<file path="config.mk">
export PLATFORM = sky130hd
export DESIGN_NAME = analog_io_top
export DESIGN_NICKNAME = d
export VERILOG_FILES = /design/src/common/analog_pkg.sv /design/src/common/stream_if.sv /design/src/verilog/analog_io_top.sv /design/src/verilog/dac_encode.sv /design/src/verilog/adc_decode.sv /design/src/verilog/dac_mix.sv
export SDC_FILE = /design/constraint.sdc
export NUM_CORES = 1
export LEC_CHECK = 0
export BUFFER_PORTS_ARGS = -buffer_cell sky130_fd_sc_hd__buf_2
export CORE_ASPECT_RATIO = 0.8
export CORE_MARGIN = 2
export CORE_UTILIZATION = 43
export CTS_CLUSTER_SIZE = 12
export DETAILED_ROUTE_END_ITERATION = 8
export SLEW_MARGIN = 20
export SYNTH_ARGS = -nofsm -noshare
export SYNTH_HDL_FRONTEND = slang
export SYNTH_SLANG_ARGS = --single-unit
</file>
<file path="constraint.sdc">
create_clock -name adc_clk -period 11.65 [get_ports adc_clk]
set_input_delay 1.7475 -clock adc_clk [delete_from_list [all_inputs] [get_ports adc_clk]]
set_output_delay 1.7475 -clock adc_clk [all_outputs]
set_load 0.02 [all_outputs]
</file>
<file path="src/common/analog_pkg.sv">
////////////////////
// Widths and sample types for the two-channel analog path
// Channel count is fixed at two by the top-level ports
// Samples are 14-bit signed; DAC codes are negative-slope offset binary
////////////////////

package analog_pkg;

  ////////////////////
  // Channel and word widths
  ////////////////////

  localparam int unsigned N_CH         = 2;   // Channels A and B
  localparam int unsigned ADC_RAW_W    = 16;  // Raw ADC bus word
  localparam int unsigned ADC_DROP_LSB = 2;   // Reserved LSBs of 16-bit ADC word
  localparam int unsigned SAMPLE_W     = 14;  // Signed sample width
  localparam int unsigned SUM_W        = SAMPLE_W + 1;  // One guard bit for ASG + PID

  ////////////////////
  // Sample types
  ////////////////////

  // Raw word as seen on the ADC pins, low two bits unused
  typedef logic [ADC_RAW_W-1:0] adc_raw_t;

  // Two's complement sample, used for ADC, ASG, PID and mix values
  typedef logic signed [SAMPLE_W-1:0] sample_t;

  // Unsaturated sum of generator and feedback
  typedef logic signed [SUM_W-1:0] sum_t;

  // DAC code, sign bit kept and lower bits inverted
  typedef logic [SAMPLE_W-1:0] dac_code_t;

  ////////////////////
  // Saturation limits
  ////////////////////

  // Full-scale positive, 0x1FFF
  localparam sample_t SAMPLE_MAX = sample_t'(8191);

  // Full-scale negative, 0x2000
  localparam sample_t SAMPLE_MIN = sample_t'(-8192);

  // Sum overflows 14 bits when its two top bits disagree;
  // the top bit then tells which limit applies

endpackage
</file>
<file path="src/common/stream_if.sv">
////////////////////
// Valid/ready links between the pipeline stages
// Transfer on adc_clk edge with valid and ready both high
// Source holds valid and data until that transfer
////////////////////

`timescale 1ns/1ps

// Stage 1 to stage 2: raw ADC words, saturated mix, loopback flag
interface mix_if;
  logic                                          valid;
  logic                                          ready;
  analog_pkg::adc_raw_t [analog_pkg::N_CH-1:0]   adc_raw;  // Undecoded ADC words
  analog_pkg::sample_t  [analog_pkg::N_CH-1:0]   mix;      // Saturated ASG + PID
  logic                                          loop;     // Digital loopback for this item

  modport src (output valid, output adc_raw, output mix, output loop, input ready);
  modport dst (input valid, input adc_raw, input mix, input loop, output ready);
endinterface

// Stage 2 to stage 3: decoded ADC samples and mix samples
interface dec_if;
  logic                                          valid;
  logic                                          ready;
  analog_pkg::sample_t  [analog_pkg::N_CH-1:0]   adc;  // Decoded, or mix in loopback
  analog_pkg::sample_t  [analog_pkg::N_CH-1:0]   mix;  // Still to be DAC encoded

  modport src (output valid, output adc, output mix, input ready);
  modport dst (input valid, input adc, input mix, output ready);
endinterface

</file>
<file path="src/verilog/analog_io_top.sv">
////////////////////
// Analog sample path top: mix, ADC decode, DAC encode
// Single adc_clk domain, synchronous active-low reset
// Three-cycle latency with out_ready_i high
// Channel A is index 0, channel B index 1
////////////////////

`timescale 1ns/1ps

module analog_io_top (
  input  logic                  adc_clk,
  input  logic                  rst_n_i,
  // Configuration
  input  logic                  digital_loop_i,  // ADC replaced by DAC value
  // Input transaction
  input  logic                  in_valid_i,
  output logic                  in_ready_o,
  input  analog_pkg::adc_raw_t  adc_raw_a_i,     // Raw ADC words
  input  analog_pkg::adc_raw_t  adc_raw_b_i,
  input  analog_pkg::sample_t   asg_a_i,         // Generator samples
  input  analog_pkg::sample_t   asg_b_i,
  input  analog_pkg::sample_t   pid_a_i,         // Feedback samples
  input  analog_pkg::sample_t   pid_b_i,
  // Output transaction
  output logic                  out_valid_o,
  input  logic                  out_ready_i,
  output analog_pkg::sample_t   adc_a_o,         // Decoded ADC
  output analog_pkg::sample_t   adc_b_o,
  output analog_pkg::dac_code_t dac_a_o,         // DAC codes
  output analog_pkg::dac_code_t dac_b_o
);

  ////////////////////
  // Channel vectors
  ////////////////////

  analog_pkg::adc_raw_t  [analog_pkg::N_CH-1:0] adc_raw;
  analog_pkg::sample_t   [analog_pkg::N_CH-1:0] asg;
  analog_pkg::sample_t   [analog_pkg::N_CH-1:0] pid;
  analog_pkg::sample_t   [analog_pkg::N_CH-1:0] adc;
  analog_pkg::dac_code_t [analog_pkg::N_CH-1:0] dac;

  assign adc_raw[0] = adc_raw_a_i;
  assign adc_raw[1] = adc_raw_b_i;
  assign asg[0]     = asg_a_i;
  assign asg[1]     = asg_b_i;
  assign pid[0]     = pid_a_i;
  assign pid[1]     = pid_b_i;

  assign adc_a_o    = adc[0];
  assign adc_b_o    = adc[1];
  assign dac_a_o    = dac[0];
  assign dac_b_o    = dac[1];

  ////////////////////
  // Stage links
  ////////////////////

  mix_if mix_bus ();  // Stage 1 to 2
  dec_if dec_bus ();  // Stage 2 to 3

  ////////////////////
  // Stages
  ////////////////////

  // Sum and saturate
  dac_mix dac_mix0 (
    .adc_clk        (adc_clk),
    .rst_n_i        (rst_n_i),
    .digital_loop_i (digital_loop_i),
    .in_valid_i     (in_valid_i),
    .in_ready_o     (in_ready_o),
    .adc_raw_i      (adc_raw),
    .asg_i          (asg),
    .pid_i          (pid),
    .out            (mix_bus.src)
  );

  // ADC offset code to two's complement, loopback select
  adc_decode adc_decode0 (
    .adc_clk (adc_clk),
    .rst_n_i (rst_n_i),
    .in      (mix_bus.dst),
    .out     (dec_bus.src)
  );

  // Negative-slope DAC code, output register
  dac_encode dac_encode0 (
    .adc_clk     (adc_clk),
    .rst_n_i     (rst_n_i),
    .in          (dec_bus.dst),
    .out_valid_o (out_valid_o),
    .out_ready_i (out_ready_i),
    .adc_o       (adc),
    .dac_o       (dac)
  );

endmodule

</file>
<file path="src/verilog/dac_encode.sv">
////////////////////
// Stage 3: mix sample to negative-slope DAC code
// Presents the output transaction on plain ports
////////////////////

`timescale 1ns/1ps

module dac_encode (
  input  logic                                         adc_clk,
  input  logic                                         rst_n_i,
  dec_if.dst                                           in,
  output logic                                         out_valid_o,
  input  logic                                         out_ready_i,
  output analog_pkg::sample_t   [analog_pkg::N_CH-1:0] adc_o,
  output analog_pkg::dac_code_t [analog_pkg::N_CH-1:0] dac_o
);

  analog_pkg::dac_code_t [analog_pkg::N_CH-1:0] dac_code;
  logic                                         take;

  ////////////////////
  // Encode
  ////////////////////

  // Sign bit kept, lower 13 inverted; +max maps to code 0x0000
  always_comb begin
    for (int ch = 0; ch < analog_pkg::N_CH; ch++) begin
      dac_code[ch] = {in.mix[ch][analog_pkg::SAMPLE_W-1],
                      ~in.mix[ch][analog_pkg::SAMPLE_W-2:0]};
    end
  end

  ////////////////////
  // Output register
  ////////////////////

  assign in.ready = ~out_valid_o | out_ready_i;
  assign take     = in.valid & in.ready;

  always_ff @(posedge adc_clk) begin
    if (!rst_n_i) begin
      out_valid_o <= 1'b0;
    end else if (in.ready) begin
      out_valid_o <= in.valid;
    end
  end

  always_ff @(posedge adc_clk) begin
    if (take) begin
      adc_o <= in.adc;
      dac_o <= dac_code;
    end
  end

  // Held output stays put until the sink takes it
  a_out_hold: assert property (@(posedge adc_clk) disable iff (!rst_n_i)
    out_valid_o && !out_ready_i |=> out_valid_o && $stable(adc_o) && $stable(dac_o));

  // Pipeline comes up empty
  a_rst_empty: assert property (@(posedge adc_clk)
    !rst_n_i |=> !out_valid_o);

endmodule

</file>
<file path="src/verilog/adc_decode.sv">
////////////////////
// Stage 2: ADC word to two's complement, loopback select
// Bits 1:0 of the raw word are dropped
// ADC is negative-slope offset code
////////////////////

`timescale 1ns/1ps

module adc_decode (
  input  logic adc_clk,
  input  logic rst_n_i,
  mix_if.dst   in,
  dec_if.src   out
);

  analog_pkg::sample_t [analog_pkg::N_CH-1:0] adc_word;  // Raw 15:2, still offset code
  analog_pkg::sample_t [analog_pkg::N_CH-1:0] adc_dec;   // After sign handling and loop
  logic                                       take;

  ////////////////////
  // Decode
  ////////////////////

  always_comb begin
    for (int ch = 0; ch < analog_pkg::N_CH; ch++) begin
      // Drop reserved LSBs
      adc_word[ch] = in.adc_raw[ch][analog_pkg::ADC_RAW_W-1:analog_pkg::ADC_DROP_LSB];
      if (in.loop) begin
        adc_dec[ch] = in.mix[ch];  // Digital loopback, DAC value seen as ADC
      end else begin
        // Keep sign bit, invert magnitude bits
        adc_dec[ch] = {adc_word[ch][analog_pkg::SAMPLE_W-1],
                       ~adc_word[ch][analog_pkg::SAMPLE_W-2:0]};
      end
    end
  end

  ////////////////////
  // Register stage
  ////////////////////

  assign in.ready = ~out.valid | out.ready;
  assign take     = in.valid & in.ready;

  always_ff @(posedge adc_clk) begin
    if (!rst_n_i) begin
      out.valid <= 1'b0;
    end else if (in.ready) begin
      out.valid <= in.valid;  // Bubble when upstream empty
    end
  end

  always_ff @(posedge adc_clk) begin
    if (take) begin
      out.adc <= adc_dec;
      out.mix <= in.mix;  // Passed on for DAC encoding
    end
  end

  // Back-pressure from stage 3 freezes this stage
  a_stall: assert property (@(posedge adc_clk) disable iff (!rst_n_i)
    out.valid && !out.ready |=> out.valid && $stable(out.adc) && $stable(out.mix));

endmodule

</file>
<file path="src/verilog/dac_mix.sv">
////////////////////
// Stage 1: ASG + PID per channel, saturated to 14 bits
// Raw ADC words and loopback flag ride along untouched
// One-entry register stage, one cycle of latency
////////////////////

`timescale 1ns/1ps

module dac_mix (
  input  logic                                        adc_clk,
  input  logic                                        rst_n_i,
  input  logic                                        digital_loop_i,  // Sampled per item
  input  logic                                        in_valid_i,
  output logic                                        in_ready_o,
  input  analog_pkg::adc_raw_t [analog_pkg::N_CH-1:0] adc_raw_i,
  input  analog_pkg::sample_t  [analog_pkg::N_CH-1:0] asg_i,
  input  analog_pkg::sample_t  [analog_pkg::N_CH-1:0] pid_i,
  mix_if.src                                          out
);

  analog_pkg::sum_t    [analog_pkg::N_CH-1:0] sum;  // Full 15-bit sums
  analog_pkg::sample_t [analog_pkg::N_CH-1:0] sat;  // Clamped to 14 bits
  logic                                       take;

  ////////////////////
  // Sum and saturation
  ////////////////////

  always_comb begin
    for (int ch = 0; ch < analog_pkg::N_CH; ch++) begin
      // Sign-extend both operands by one bit
      sum[ch] = {asg_i[ch][analog_pkg::SAMPLE_W-1], asg_i[ch]}
              + {pid_i[ch][analog_pkg::SAMPLE_W-1], pid_i[ch]};
      if (sum[ch][analog_pkg::SUM_W-1] != sum[ch][analog_pkg::SUM_W-2]) begin  // Overflow
        sat[ch] = sum[ch][analog_pkg::SUM_W-1] ? analog_pkg::SAMPLE_MIN
                                               : analog_pkg::SAMPLE_MAX;
      end else begin
        sat[ch] = sum[ch][analog_pkg::SAMPLE_W-1:0];  // Fits, drop guard bit
      end
    end
  end

  ////////////////////
  // Register stage
  ////////////////////

  assign in_ready_o = ~out.valid | out.ready;  // Empty, or item leaving now
  assign take       = in_valid_i & in_ready_o;

  always_ff @(posedge adc_clk) begin
    if (!rst_n_i) begin
      out.valid <= 1'b0;
    end else if (in_ready_o) begin
      out.valid <= in_valid_i;
    end
  end

  // Payload, loaded only on accept
  always_ff @(posedge adc_clk) begin
    if (take) begin
      out.adc_raw <= adc_raw_i;
      out.mix     <= sat;
      out.loop    <= digital_loop_i;  // Loopback follows its own item
    end
  end

  // Stalled item must hold until stage 2 takes it
  a_hold: assert property (@(posedge adc_clk) disable iff (!rst_n_i)
    out.valid && !out.ready |=> out.valid && $stable(out.adc_raw) && $stable(out.mix)
                                && $stable(out.loop));

endmodule

</file>
==> results.yml <==
clock_network:
  clock_latency_ps: 410
  clk_path_buf_depth: 2
  cts_tree: "done"
  cts_resized: 0
  htree_levels: 4
  clk_pin_slew_ps: 60
  cts_sinks: 172
  post_cts_buffers: 0
  numCtsBuffers: 17
  root_buffer: "clkbuf_16"
  cts_hold_buf: 0
floorplan:
  num_rows: 43
  core_area_um2: 17400
  ios: 151
  die_h_um: 124
  initial_core_util_pct: 44.2
  die_w_um: 154
  die_area_um2: 19000
routing:
  avgRoutedWirePerCell_um: 15.4
  firstDrtPassIters: 4
  drc_errors: 0
  wl_met2_um: 6280
  wl_met3_um: 934
  dr_total_vias: 4798
  via_per_inst: 5.03
  wl_met1_um: 7350
  detail-route-antenna-nets: 0
  dr.first_iter.drc_count: 254
  top_layer: "met5"
  drt-total-wl_um: 14700
final_layout:
  layout_commonest_cell: "edfxtp_1"
  utilization_pct: 53.1
  final_layout_size_suffix_gt1_share_pct: 29.7
  syn2layout_area_growth_pct: 20.2
  final_nets: 837
  layout_common_cells: "edfxtp_1 (169), buf_2 (146), nand2_1 (47)"
power_and_ir_drop:
  pwr-share-clk_pct: 34.0
  p_switching_mw: 0.384
  switching_share_pct: 25.7
  leakage_nw: 3.64
  seq_power_share_pct: 51.0
  internal_power_mw: 1.11
  power_density_nw_per_um2: 161
  power.total_mw: 1.49
  comb_power_share_pct: 15.0
  vdd_drop_max_mv: 0.133
worst_setup_path:
  critPathArrivalTime_ps: 2780
  worstSetupStartpointType: "input port"
  crit_path_end_kind: "output pin"
  cp_max_fo: 6
  worst-setup-path-type: "in2out"
  critPathRequiredTime_ps: 9900
  ff2ff_setup_slack_ps: 9850
synthesis:
  synth_seq_cells: 172
  yosysTopAreaCell: "edfxtp_1"
  synth_top_area_share_pct: 65.9
  syn_inst: 560
  synth-xor-area-share_pct: 1.71
  synth_top_family_by_area: "compound AO/OA/AOI/OAI gates"
  synth_edf_count: 169
  synth.distinct_cells: 72
  async_flop_share_pct: 0
  synthTopCellsByArea: "edfxtp_1 (66%), ha_1 (4.5%), nand2_1 (2.3%)"
  synth-seq-area-share_pct: 66.7
  synth_area_um2: 7700
  synth.avg_cell_area_um2: 13.8
  syn-num-nets: 683
  synth_ff_type: "edfxtp_1"
  yosys_warnings: 0
  synth_compound_area_share_pct: 14.2
  synthAdderAreaFrac_pct: 5.07
  synthSimpleGateAreaFrac_pct: 8.87
  synth_mux_area_share_pct: 0.861
place:
  routabilityCongestion: 0.813
  dp_hpwl_um: 10700
  placement.io_buffers: 146
timing:
  timing.hold.ws_ps: 415
  hold_violations: 0
  slew_violations: 0
  layout_min_cycle_time_ps: 4530
  relSlewSlack_pct: 49.6
  worst_pin_slew_ps: 756
  rsz0062_at_grt: "no"
  min_period_over_period_pct: 38.8
  fin_worst_skew_ps: 11.9
  max_freq_mhz: 221
  setup_violations: 0
  setup-tns-final_ps: 0
global_routing:
  first_global_vias: 4518
  grt-ovfl-total: 0
  grt_pass1_wl_um: 23000
  grt_max_degree: 58
  grt.total_usage_pct: 15.7
  antenna_found_initial: 2
min_path:
  hold_class: "reg2reg"
run:
  cap_violations: 0
outcome:
  status: "finished, final reports clean"
==> final timing paths <==
path                           start                       to  depth (start not counted)
max                      out_ready_i               in_ready_o                          4
min          adc_decode0.out.adc[14]    dac_encode0.adc_o[14]                          0
min reg2reg  adc_decode0.out.adc[14]    dac_encode0.adc_o[14]                          0
max reg2reg  dac_encode0.out_valid_o  dac_mix0.out.adc_raw[6]                          3
==> sequential cells by signal, indices dropped and copies added, names as in the netlist <==
| register | cells |
|---|---|
| adc_decode0.out.valid | 1 |
| dac_mix0.out.adc_raw | 28 |
| dac_mix0.out.valid | 1 |
| adc_decode0.out.adc | 28 |
| dac_mix0.out.mix | 28 |
| adc_decode0.out.mix | 28 |
| dac_mix0.out.loop | 1 |
| dac_encode0.dac_o | 28 |
| dac_encode0.adc_o | 28 |
| dac_encode0.out_valid_o | 1 |
==> cell usage after synthesis (2+ instances only) <==
master and number:
fa_1 2, clkbuf_1 10, o21ai_0 35, o21bai_1 4, o22ai_1 4, a21oi_1 29
nand2_1 47, inv_1 36, a31oi_1 5, edfxtp_1 169, nor3_1 12, nor2_1 23
nor2b_1 6, a22oi_1 5, a211oi_2 3, a31oi_2 2, a21boi_0 2, a31o_2 2
nand3_1 15, ha_1 28, a211oi_1 3, o21a_1 8, nand2_4 2, and2_1 2
a2bb2oi_1 2, mux2_2 5, nand2b_1 3, o32ai_1 2, o21ai_1 6, xnor2_1 11
or3_1 4, xor2_1 4, nor4_1 3, a21o_1 12, o31ai_1 2, o211ai_1 10
dfxtp_1 3, buf_2 5
==> routing by layer <==
metal | vias to the layer above | global-route usage, %
li1 | 2451 | -
met2 | 126 | 23.0
met3 | 11 | 3.93
met1 | 2208 | 22.8
met5 | - | 0
met4 | 2 | 5.39
==> critical path: stages <==
cell and delay [ps]:
buf_2 90, nor2b_1 560, nand3_1 180, buf_2 200
==> final cells by class <==
class / instances / area (um2)
fillers: 1502 / 8170
diodes: 1 / 2.50
repair buffers: 150 / 761
well taps: 225 / 282
flip-flops and latches: 172 / 5130
clock inverters: 14 / 111
multi-input cells: 337 / 2400
clock buffers: 18 / 429
inverters: 36 / 135
==> stage by stage <==
| step | worst slack (ps) | area, um2 | cells |
|---|---|---|---|
| floorplan | 5160 | 7700 | 560 |
| detailed placement | 7120 | 8710 | 920 |
| global route | 7050 | 9260 | 952 |
| global placement | 7160 | 8710 | 920 |
| finish | 7130 | 9260 | 953 |
| CTS | 7120 | 9260 | 952 |
==> power by group through the flow <==
stage / Sequential (mW) / Combinational, mW / Clock (mW)
3_5_place_dp: 0.777 / 0.224 / 0
5_1_grt: 0.768 / 0.250 / 0.548
6_report: 0.763 / 0.224 / 0.508
3_3_place_gp: 0.775 / 0.219 / 0
4_1_cts: 0.763 / 0.225 / 0.521
2_1_floorplan: 0.781 / 0.148 / 0
==> logic make-up (layout without fill, tap and decap cells) <==
family | count (synthesis) | after routing
other | 0 | 1
buffers and inverters | 51 | 218
XOR/XNOR | 15 | 15
AND/OR/NAND/NOR | 132 | 132
multiplexers | 6 | 6
adder cells (fa/ha/maj) | 30 | 30
AO/OA/AOI/OAI | 154 | 154
flip-flops | 172 | 172
Power figures use the tool's default switching activity.
